### config.mk
export PLATFORM = sky130hd
export DESIGN_NAME = noc_link_bridge
export DESIGN_NICKNAME = d
export VERILOG_FILES = /design/src/rtl/flit_pkg.sv /design/src/rtl/link_pkg.sv /design/src/rtl/flit_to_ll_tx.sv /design/src/rtl/ll_to_flit_rx.sv /design/src/rtl/link_status_agg.sv /design/src/rtl/noc_link_bridge.sv
export SDC_FILE = /design/constraint.sdc
export NUM_CORES = 1
export LEC_CHECK = 0
export BUFFER_PORTS_ARGS = -buffer_cell sky130_fd_sc_hd__buf_2
export CAP_MARGIN = 20
export CORE_MARGIN = 2
export CORE_UTILIZATION = 25
export DETAILED_ROUTE_END_ITERATION = 10
export GPL_TIMING_DRIVEN = 1
export PLACE_DENSITY = 0.49
export SKIP_CTS_REPAIR_TIMING = 1
export SLEW_MARGIN = 25
export SYNTH_ARGS = -nofsm -noshare
export SYNTH_HDL_FRONTEND = slang
export SYNTH_SLANG_ARGS = --single-unit
### constraint.sdc
create_clock -name user_clk_i -period 3.99 [get_ports user_clk_i]
set_input_delay 1.197 -clock user_clk_i [delete_from_list [all_inputs] [get_ports user_clk_i]]
set_output_delay 1.197 -clock user_clk_i [all_outputs]
set_load 0.005 [all_outputs]
### src/rtl/flit_pkg.sv
package flit_pkg;

	// network side flit, one 16-bit word per flit
	localparam int FLIT_W = 16;

	// valid flag sits in the top bit
	localparam int FLIT_VALID_BIT = FLIT_W - 1;

	// two flag bits above the payload
	localparam int FLIT_PAYLOAD_W = FLIT_W - 2;

	// field layout, msb first
	// valid marks a flit the router is presenting
	// tail marks the last flit of a packet
	typedef struct packed
	{
		logic                      valid;
		logic                      tail;
		logic [FLIT_PAYLOAD_W-1:0] payload;
	} flit_t;

endpackage

### src/rtl/link_pkg.sv
package link_pkg;

	// locallink data path, two bytes per word
	localparam int LL_D_W = 16;

	// data word, carries one flit bit for bit
	typedef logic [LL_D_W-1:0] ll_word_t;

	// remainder for a word with both bytes valid
	localparam logic LL_REM_FULL = 1'b1;

	// soft error and drop counter
	localparam int ERR_CNT_W = 8;

	typedef logic [ERR_CNT_W-1:0] err_cnt_t;

	// counter sticks here, 255
	localparam err_cnt_t ERR_CNT_MAX = '1;

endpackage

### src/rtl/flit_to_ll_tx.sv
module flit_to_ll_tx
	import flit_pkg::*, link_pkg::*;
(
	input  logic     user_clk_i,
	input  logic     rst_i,
	// network side
	input  flit_t    net_flit_i,
	output logic     net_deq_o,
	// locallink transmit side, active low controls
	input  logic     tx_dst_rdy_n_i,
	output ll_word_t tx_d_o,
	output logic     tx_rem_o,
	output logic     tx_src_rdy_n_o,
	output logic     tx_sof_n_o,
	output logic     tx_eof_n_o
);

	// one-entry holding stage
	ll_word_t held_q;
	logic     full_q;
	logic     xfer;

	// held word leaves when the link is ready
	assign xfer = full_q & ~tx_dst_rdy_n_i;

	// take a valid flit when empty, or when the held word leaves this cycle
	assign net_deq_o = net_flit_i[FLIT_VALID_BIT] & (~full_q | xfer);

	always_ff @(posedge user_clk_i)
	begin
		if (rst_i)
			full_q <= 1'b0;
		else if (net_deq_o)
			full_q <= 1'b1;
		else if (xfer)
			full_q <= 1'b0;
	end

	// payload register, loaded on dequeue only
	always_ff @(posedge user_clk_i)
	begin
		if (net_deq_o)
			held_q <= net_flit_i;
	end

	// every flit is a single word frame
	assign tx_d_o         = held_q;
	assign tx_rem_o       = LL_REM_FULL;
	assign tx_src_rdy_n_o = ~full_q;
	assign tx_sof_n_o     = ~full_q;
	assign tx_eof_n_o     = ~full_q;

	// stalled frame keeps its word and stays presented
	a_hold_stable: assert property (@(posedge user_clk_i) disable iff (rst_i)
		(!tx_src_rdy_n_o && tx_dst_rdy_n_i) |=> (!tx_src_rdy_n_o && $stable(tx_d_o)))
	else
		$error("tx word changed while stalled");

	// router must not lose a flit into a stalled stage
	a_no_deq_stalled: assert property (@(posedge user_clk_i) disable iff (rst_i)
		(!tx_src_rdy_n_o && tx_dst_rdy_n_i) |-> !net_deq_o)
	else
		$error("dequeue while tx stage full and stalled");

endmodule

### src/rtl/ll_to_flit_rx.sv
module ll_to_flit_rx
	import flit_pkg::*, link_pkg::*;
(
	input  logic     user_clk_i,
	input  logic     rst_i,
	// locallink receive side, no back-pressure
	input  ll_word_t rx_d_i,
	input  logic     rx_src_rdy_n_i,
	input  logic     rx_sof_n_i,
	input  logic     rx_eof_n_i,
	// network side
	output logic     net_put_o,
	output flit_t    net_put_flit_o,
	output logic     rx_drop_o
);

	logic  accept;
	logic  good;
	logic  put_q;
	logic  drop_q;
	flit_t flit_q;

	// link presents a word whenever src_rdy is low
	assign accept = ~rx_src_rdy_n_i;

	// a flit is a frame with both marks on the same word
	assign good = accept & ~rx_sof_n_i & ~rx_eof_n_i;

	always_ff @(posedge user_clk_i)
	begin
		if (rst_i)
		begin
			put_q  <= 1'b0;
			drop_q <= 1'b0;
		end
		else
		begin
			put_q  <= good;
			// partial frame, start or end mark missing
			drop_q <= accept & ~good;
		end
	end

	// word passes to the network unchanged
	always_ff @(posedge user_clk_i)
	begin
		if (good)
			flit_q <= rx_d_i;
	end

	assign net_put_o      = put_q;
	assign net_put_flit_o = flit_q;
	assign rx_drop_o      = drop_q;

	a_put_drop_excl: assert property (@(posedge user_clk_i) disable iff (rst_i)
		!(net_put_o && rx_drop_o))
	else
		$error("rx put and drop together");

endmodule

### src/rtl/link_status_agg.sv
module link_status_agg
	import link_pkg::*;
#(
	parameter int N_LINKS = 2
)
(
	input  logic               user_clk_i,
	input  logic               rst_i,
	// per-link status from the serial cores
	input  logic [N_LINKS-1:0] hard_err_i,
	input  logic [N_LINKS-1:0] soft_err_i,
	input  logic [N_LINKS-1:0] frame_err_i,
	input  logic [N_LINKS-1:0] lane_up_i,
	input  logic [N_LINKS-1:0] channel_up_i,
	// malformed word pulses from the receive stages
	input  logic [N_LINKS-1:0] rx_drop_i,
	// merged status
	output logic               hard_err_o,
	output logic               soft_err_o,
	output logic               frame_err_o,
	output logic               channel_up_o,
	output logic [N_LINKS-1:0] lane_up_o,
	output err_cnt_t           err_count_o
);

	// up to two events per link in one cycle
	localparam int INC_W = $clog2(2 * N_LINKS + 1);

	logic [INC_W-1:0]     inc;
	logic [ERR_CNT_W:0]   sum;
	err_cnt_t             cnt_next;

	// count soft errors and drops seen this cycle
	always_comb
	begin
		inc = '0;
		for (int i = 0; i < N_LINKS; i++)
			inc = inc + INC_W'(soft_err_i[i]) + INC_W'(rx_drop_i[i]);
	end

	// one extra bit catches the wrap, then clamp
	assign sum      = {1'b0, err_count_o} + (ERR_CNT_W + 1)'(inc);
	assign cnt_next = sum[ERR_CNT_W] ? ERR_CNT_MAX : sum[ERR_CNT_W-1:0];

	always_ff @(posedge user_clk_i)
	begin
		if (rst_i)
		begin
			hard_err_o   <= 1'b0;
			soft_err_o   <= 1'b0;
			frame_err_o  <= 1'b0;
			channel_up_o <= 1'b0;
			lane_up_o    <= '0;
			err_count_o  <= '0;
		end
		else
		begin
			// any link in error flags the bridge
			hard_err_o   <= |hard_err_i;
			soft_err_o   <= |soft_err_i;
			frame_err_o  <= |frame_err_i;
			// channel is up only when every link is
			channel_up_o <= &channel_up_i;
			lane_up_o    <= lane_up_i;
			err_count_o  <= cnt_next;
		end
	end

	// counter only grows or holds between resets
	a_cnt_monotonic: assert property (@(posedge user_clk_i) disable iff (rst_i)
		1'b1 |=> err_count_o >= $past(err_count_o))
	else
		$error("error count decreased");

endmodule

### src/rtl/noc_link_bridge.sv
module noc_link_bridge
	import flit_pkg::*, link_pkg::*;
#(
	parameter int N_LINKS = 2
)
(
	input  logic               user_clk_i,
	input  logic               rst_i,
	// network to transmit stages
	input  flit_t              net_flit_i        [N_LINKS],
	output logic               net_deq_o         [N_LINKS],
	// locallink transmit
	input  logic               tx_dst_rdy_n_i    [N_LINKS],
	output ll_word_t           tx_d_o            [N_LINKS],
	output logic               tx_rem_o          [N_LINKS],
	output logic               tx_src_rdy_n_o    [N_LINKS],
	output logic               tx_sof_n_o        [N_LINKS],
	output logic               tx_eof_n_o        [N_LINKS],
	// locallink receive
	input  ll_word_t           rx_d_i            [N_LINKS],
	input  logic               rx_src_rdy_n_i    [N_LINKS],
	input  logic               rx_sof_n_i        [N_LINKS],
	input  logic               rx_eof_n_i        [N_LINKS],
	// receive stages to network
	output logic               net_put_o         [N_LINKS],
	output flit_t              net_put_flit_o    [N_LINKS],
	output logic               rx_drop_o         [N_LINKS],
	// per-link status from the serial cores
	input  logic               hard_err_i        [N_LINKS],
	input  logic               soft_err_i        [N_LINKS],
	input  logic               frame_err_i       [N_LINKS],
	input  logic               lane_up_i         [N_LINKS],
	input  logic               channel_up_i      [N_LINKS],
	// merged status
	output logic               hard_err_o,
	output logic               soft_err_o,
	output logic               frame_err_o,
	output logic               channel_up_o,
	output logic [N_LINKS-1:0] lane_up_o,
	output err_cnt_t           err_count_o
);

	// status gathered into vectors for the merge block
	logic [N_LINKS-1:0] hard_err_v;
	logic [N_LINKS-1:0] soft_err_v;
	logic [N_LINKS-1:0] frame_err_v;
	logic [N_LINKS-1:0] lane_up_v;
	logic [N_LINKS-1:0] channel_up_v;
	logic [N_LINKS-1:0] rx_drop_v;

	for (genvar i = 0; i < N_LINKS; i++)
	begin : g_link
		// flit out of the router, one word frame onto the link
		flit_to_ll_tx u_tx
		(
			.user_clk_i     (user_clk_i),
			.rst_i          (rst_i),
			.net_flit_i     (net_flit_i[i]),
			.net_deq_o      (net_deq_o[i]),
			.tx_dst_rdy_n_i (tx_dst_rdy_n_i[i]),
			.tx_d_o         (tx_d_o[i]),
			.tx_rem_o       (tx_rem_o[i]),
			.tx_src_rdy_n_o (tx_src_rdy_n_o[i]),
			.tx_sof_n_o     (tx_sof_n_o[i]),
			.tx_eof_n_o     (tx_eof_n_o[i])
		);

		// one word frame off the link, flit into the router
		ll_to_flit_rx u_rx
		(
			.user_clk_i     (user_clk_i),
			.rst_i          (rst_i),
			.rx_d_i         (rx_d_i[i]),
			.rx_src_rdy_n_i (rx_src_rdy_n_i[i]),
			.rx_sof_n_i     (rx_sof_n_i[i]),
			.rx_eof_n_i     (rx_eof_n_i[i]),
			.net_put_o      (net_put_o[i]),
			.net_put_flit_o (net_put_flit_o[i]),
			.rx_drop_o      (rx_drop_v[i])
		);

		// drop pulse feeds the counter and the port
		assign rx_drop_o[i]    = rx_drop_v[i];
		assign hard_err_v[i]   = hard_err_i[i];
		assign soft_err_v[i]   = soft_err_i[i];
		assign frame_err_v[i]  = frame_err_i[i];
		assign lane_up_v[i]    = lane_up_i[i];
		assign channel_up_v[i] = channel_up_i[i];
	end

	link_status_agg #(
		.N_LINKS (N_LINKS)
	) u_status
	(
		.user_clk_i   (user_clk_i),
		.rst_i        (rst_i),
		.hard_err_i   (hard_err_v),
		.soft_err_i   (soft_err_v),
		.frame_err_i  (frame_err_v),
		.lane_up_i    (lane_up_v),
		.channel_up_i (channel_up_v),
		.rx_drop_i    (rx_drop_v),
		.hard_err_o   (hard_err_o),
		.soft_err_o   (soft_err_o),
		.frame_err_o  (frame_err_o),
		.channel_up_o (channel_up_o),
		.lane_up_o    (lane_up_o),
		.err_count_o  (err_count_o)
	);

endmodule

==> flow_metrics.env, run 1 <==
export IMPL_status="complete, no violations"
export IMPL_maxCapViolCount=0
export IMPL_post_route_period_util_pct=80.5
export IMPL_path_class="primary input to register"
export IMPL_syn_inst=179
export IMPL_grt_pass1_wl_mm=10.7
export IMPL_track_usage_pct=11.3
export IMPL_synth_edf_count=64
export IMPL_cts_root_buf="clkbuf_16"
export IMPL_htreeDepth=3
export IMPL_start_kind="primary input"
export IMPL_critPathArrivalTime_ps=3480
export IMPL_n_fill_cell=1126
export IMPL_finalSetupViolations=0
export IMPL_layout_commonest_cell="buf_2"
export IMPL_num_rows=39
export IMPL_hpwl_mm=5.48
export IMPL_drv_slew=0
export IMPL_max_freq_mhz=311
export IMPL_yosysWarnings=0
export IMPL_core_area_mm2=0.0115
export IMPL_utilization_pct=36.3
export IMPL_synthDistinctLibCells=32
export IMPL_start_util_pct=25.8
export IMPL_cp_required_ps=4260
export IMPL_boundaryPins=176
export IMPL_yosysSeqAreaShare_pct=78.6
export IMPL_cts_tree="yes"
export IMPL_routed_wl_mm=7.07
export IMPL_drive_gt1_share_pct=53.7
export IMPL_rsz0062_at_grt="no"
export IMPL_power_leakage_nw=1.88
export IMPL_avgSynthCellArea_um2=16.5
export IMPL_syn_area_mm2=0.00296
export IMPL_grt_max_degree=20
export IMPL_met2_usage_pct=17.9
export IMPL_ys_ff_latch=84
export IMPL_irDropWorstVdd_v=0.000243
export IMPL_worst_slew_pin_slew_ps=546
export IMPL_pre_cts_ws_ps=433
export IMPL_cts_sinks=84
export IMPL_setup_tns_ps=0
export IMPL_ys_async_sr_fraction_pct=0
export IMPL_die_area_mm2=0.0127
export IMPL_layout_setup_ws_ps=778
export IMPL_portBuffers=173
export IMPL_grt_antenna_before_repair=0
export IMPL_grt_pass1_vias=2016
export IMPL_path_max_fanout=7
export IMPL_crit_path_max_incr_delay_ps=400
export IMPL_die_height_um=113
export IMPL_overflow=0
export IMPL_cts_clk_slew_worst_paths_ps=60
export IMPL_cp_slowest_cell="fa_1"
export IMPL_period_minus_slack_ps=3210
export IMPL_layout_common_cells="173 x buf_2, 64 x edfxtp_1, 20 x dfxtp_1, 13 x inv_1, 12 x nor2_1"
export IMPL_vias=2047
export IMPL_cts_buffer_depth=2
export IMPL_synthFlopType="edfxtp_1"
export IMPL_grt_use_met1_pct=13.2
export IMPL_final_nets=441
export IMPL_power_density_mw_per_mm2=463
export IMPL_antenna_cells=0
export IMPL_post_route_drc_count=0
export IMPL_finalHoldViolations=0
export IMPL_endpoint_kind="register"
export IMPL_crit_path_cell_trace="buf_2 > ha_1 > inv_1 > fa_1 > inv_1 > ha_1 > inv_1 > fa_1 > nor2b_1 > o211ai_1 > a21oi_1"
export IMPL_gp_congestion=0.759
export IMPL_crit_path_frequent_cell="inv_1"
export IMPL_design_area_mm2=0.00417
export IMPL_clk_insertion_delay_late_ps=340
export IMPL_hold_path_class="register to register"
export IMPL_routedWlPerCell_um=14.2
export IMPL_grt_busiest_layer="met2"
export IMPL_dp_cells=482
export IMPL_grt_use_met3_pct=3.59
export IMPL_synthToLayoutAreaGrowth_pct=41.0
export IMPL_avgViaCountPerCell=4.12
export IMPL_die_w_um=113
export IMPL_fin_cells=497
export IMPL_post_dp_cell_area_mm2=0.00392
export IMPL_fin_skew_ps=3.13
export IMPL_numCtsBuffers=9
export IMPL_drtIter0Drc=134
export IMPL_ant_nets=0
export IMPL_dr_pass1_iters=4
export IMPL_relSlewSlack_pct=63.4
==> state kept, by name, summed over array words and instances (netlist names) <==
name,flops
g_link.u_tx.full_q,2
u_status.channel_up_o,1
u_status.frame_err_o,1
u_status.soft_err_o,1
u_status.lane_up_o,2
u_status.err_count_o,8
g_link.u_rx.net_put_o,2
g_link.u_tx.tx_d_o,32
g_link.u_rx.net_put_flit_o,32
u_status.hard_err_o,1
g_link.u_rx.rx_drop_o,2
==> worst max-delay path: cells and delay by family <==
kind / cells / cell delay [ps]
compound gates: 2 / 360
fa+ha+maj: 4 / 1220
simple gates: 1 / 400
buf+inv: 4 / 300
==> routing by layer <==
| layer | wire [um] | up-vias | part of all wire (%) |
|---|---|---|---|
| met2 | 3440 | 101 | 49 |
| met3 | 617 | 14 | 8.7 |
| met5 | 0 | - | 0 |
| li1 | - | 990 | - |
| met4 | 193 | 0 | 2.7 |
| met1 | 2820 | 942 | 40 |
==> power breakdown <==
part | internal [mW] | switching (mW)
clock network | 0.418 | 0.309
logic | 0.0916 | 0.0919
registers | 0.999 | 0.0205
==> metrics by stage <==
step           total power [mW]  hold slack, ps
5_1_grt                    2.03             562
2_1_floorplan              1.12             468
4_1_cts                    1.97             529
3_5_place_dp               1.23             515
6_report                   1.93             518
3_3_place_gp               1.22             492
==> synth_stat cells, types with 2 or more instances <==
cell	n	area share (%)
edfxtp_1	64	65
dfxtp_1	20	14
buf_4	14	3.6
inv_1	13	1.7
nor2_1	12	1.5
a21oi_1	5	0.85
ha_1	5	2.1
nor3_1	4	0.68
o2111ai_1	4	1.2
and3_1	3	0.64
nor2b_1	3	0.64
a21boi_0	2	0.51
clkbuf_1	2	0.25
fa_1	2	1.4
nand2_1	2	0.25
nand3_1	2	0.34
nand4_1	2	0.42
nor4_1	2	0.42
o211a_1	2	0.68
o211ai_1	2	0.51
o21a_1	2	0.51
or4b_1	2	0.68
==> area by class of cell <==
cell class,instances,area (um2),share of cell area [%]
Clock buffer,13,240,5.76
Inverter,13,48.8,1.17
Tap cell,143,179,4.29
Clock inverter,2,12.5,0.300
Timing Repair Buffer,177,896,21.5
Multi-Input combinational cell,65,469,11.3
Sequential cell,84,2320,55.7
==> final timing paths <==
kind / from / endpoint / slack [ps] / cells past startpoint
worst max-delay path: soft_err_i[1] / u_status.err_count_o[1] / 780 / 11
worst min-delay path: g_link[0].u_tx.full_q / g_link[0].u_tx.full_q / 520 / 2
worst max register to register: g_link[0].u_rx.rx_drop_o / u_status.err_count_o[1] / 1450 / 10
worst min register to register: g_link[0].u_tx.full_q / g_link[0].u_tx.full_q / 520 / 2
==> kinds of logic after synthesis <==
| group | after synthesis | synth area share [%] |
|---|---|---|
| and+or+nand+nor | 33 | 5.88 |
| adders and majority gates | 7 | 3.47 |
| xor gates and xnor gates | 1 | 0.296 |
| AOI/OAI and AO/OA | 21 | 5.29 |
| other | 1 | 0.127 |
| DFF | 84 | 78.6 |
| muxes | 1 | 0.339 |
| buffers and inverters | 31 | 6.01 |
Note: power is estimated with default switching activity, not from simulation.
==> run 2: changes to the inputs <==
==> constraint.sdc (replaced) <==
create_clock -name user_clk_i -period 2.63 [get_ports user_clk_i]
set_input_delay 0.789 -clock user_clk_i [delete_from_list [all_inputs] [get_ports user_clk_i]]
set_output_delay 0.789 -clock user_clk_i [all_outputs]
set_load 0.005 [all_outputs]
==> flow_metrics.env, run 2 (same netlist as run 1, synthesis figures left out) <==
export IMPL_status="complete, no violations"
export IMPL_path_class="primary input to register"
export IMPL_layout_commonest_cell="buf_2"
export IMPL_core_area_mm2=0.0115
export IMPL_grt_pass1_wl_mm=10.4
export IMPL_track_usage_pct=10.9
export IMPL_final_nets=447
export IMPL_cts_buffer_depth=2
export IMPL_antenna_cells=0
export IMPL_cts_root_buf="clkbuf_16"
export IMPL_rsz0062_at_grt="no"
export IMPL_p_int_mw=2.44
export IMPL_post_route_period_util_pct=96.9
export IMPL_cp_required_ps=2900
export IMPL_overflow=0
export IMPL_p_sw_mw=0.655
export IMPL_start_util_pct=25.8
export IMPL_power_density_mw_per_mm2=719
export IMPL_layout_setup_ws_ps=82.4
export IMPL_layout_common_cells="172 x buf_2, 64 x edfxtp_1, 20 x dfxtp_1, 12 x nor2_1, 11 x buf_4"
export IMPL_drv_slew=0
export IMPL_finalSetupViolations=0
export IMPL_critPathArrivalTime_ps=2820
export IMPL_max_freq_mhz=393
export IMPL_cp_slowest_cell="or4b_1"
export IMPL_critPathLaunch="soft_err_i[1]"
export IMPL_gp_congestion=0.728
export IMPL_synthToLayoutAreaGrowth_pct=45.9
export IMPL_portBuffers=173
export IMPL_num_rows=39
export IMPL_fin_skew_ps=2.42
export IMPL_fin_hold_ws_ps=531
export IMPL_grt_pass1_vias=2009
export IMPL_cts_sinks=84
export IMPL_irDropWorstVdd_v=0.000488
export IMPL_endpoint_kind="register"
export IMPL_avgViaCountPerCell=4.17
export IMPL_crit_path_max_incr_delay_ps=450
export IMPL_swShare_pct=21.1
export IMPL_pre_cts_ws_ps=-350
export IMPL_clk_insertion_delay_late_ps=330
export IMPL_min_from="u_status.err_count_o[7]"
export IMPL_vias=2101
export IMPL_dr_pass1_iters=4
export IMPL_crit_path_frequent_cell="ha_4"
export IMPL_cts_tree="yes"
export IMPL_die_w_um=113
export IMPL_drtIter0Drc=61
export IMPL_power_mw=3.10
export IMPL_numCtsBuffers=9
export IMPL_seq_power_share_pct=50.1
export IMPL_start_kind="primary input"
export IMPL_finalHoldViolations=0
export IMPL_post_route_drc_count=0
export IMPL_boundaryPins=176
export IMPL_maxCapViolCount=0
export IMPL_htreeDepth=3
export IMPL_clockPowerShare_pct=39.8
export IMPL_r2r_slack_ps=330
export IMPL_n_fill_cell=1136
export IMPL_drive_gt1_share_pct=57.9
export IMPL_combPwrFrac_pct=10.1
export IMPL_hold_path_class="register to register"
export IMPL_crit_path_cell_trace="buf_4 > ha_4 > inv_2 > fa_2 > inv_1 > ha_4 > ha_1 > and3_4 > or4b_1 > nand4_1"
export IMPL_die_height_um=113
export IMPL_grt_max_degree=20
export IMPL_cts_clk_slew_worst_paths_ps=60
export IMPL_path_max_fanout=3
export IMPL_period_minus_slack_ps=2550
export IMPL_routed_wl_mm=6.95
export IMPL_power_leakage_nw=1.92
export IMPL_die_area_mm2=0.0127
export IMPL_ant_nets=0
export IMPL_routedWlPerCell_um=13.8
export IMPL_hpwl_mm=5.33
export IMPL_grt_antenna_before_repair=0
export IMPL_r2r_start="g_link[0].u_rx.rx_drop_o"
run 2: power by group through the flow:
| stage | combinational, mW | clock, mW | sequential, mW |
|---|---|---|---|
| 6_report | 0.314 | 1.23 | 1.55 |
| 2_1_floorplan | 0.124 | 0 | 1.58 |
| 3_5_place_dp | 0.310 | 0 | 1.58 |
| 4_1_cts | 0.311 | 1.28 | 1.55 |
| 5_1_grt | 0.357 | 1.34 | 1.56 |
| 3_3_place_gp | 0.305 | 0 | 1.58 |
run 2: final timing paths:
kind,cells past startpoint,endpoint
setup reg to reg,9,u_status.err_count_o[5]
setup / recovery,10,u_status.err_count_o[5]
hold / removal,2,u_status.err_count_o[7]
hold reg to reg,2,u_status.err_count_o[7]
run 2: layer usage:
layer	vias to the layer above	global-route usage (%)	part of all wire, %
met1	1009	13.4	41
met2	83	17.5	50
met4	0	5.93	2.1
met5	-	0	0
li1	998	-	-
met3	11	3.05	7.0
run 2: critical path, delay by kind of cell:
kind / cells / cell delay [ps]
adders and majority gates: 4 / 1030
and+or+nand+nor: 3 / 740
buffers and inverters: 3 / 260
run 2: per-stage QoR:
step	area [um2]	setup TNS (ps)	utilization (%)	instances
floorplan	2990	-271	-	180
global placement	3990	-1980	34.8	487
detailed placement	3990	-2180	34.8	487
CTS	4280	0	37.3	503
global route	4310	0	37.6	504
finish	4310	0	37.6	504
run 2: cell type report:
cell class | count | area (um2) | share of cell area, %
Timing Repair Buffer | 183 | 943 | 21.9
Multi-Input combinational cell | 65 | 528 | 12.2
Clock inverter | 2 | 35.0 | 0.813
Inverter | 13 | 48.8 | 1.13
Sequential cell | 84 | 2320 | 53.9
Tap cell | 143 | 179 | 4.15
Clock buffer | 14 | 254 | 5.89
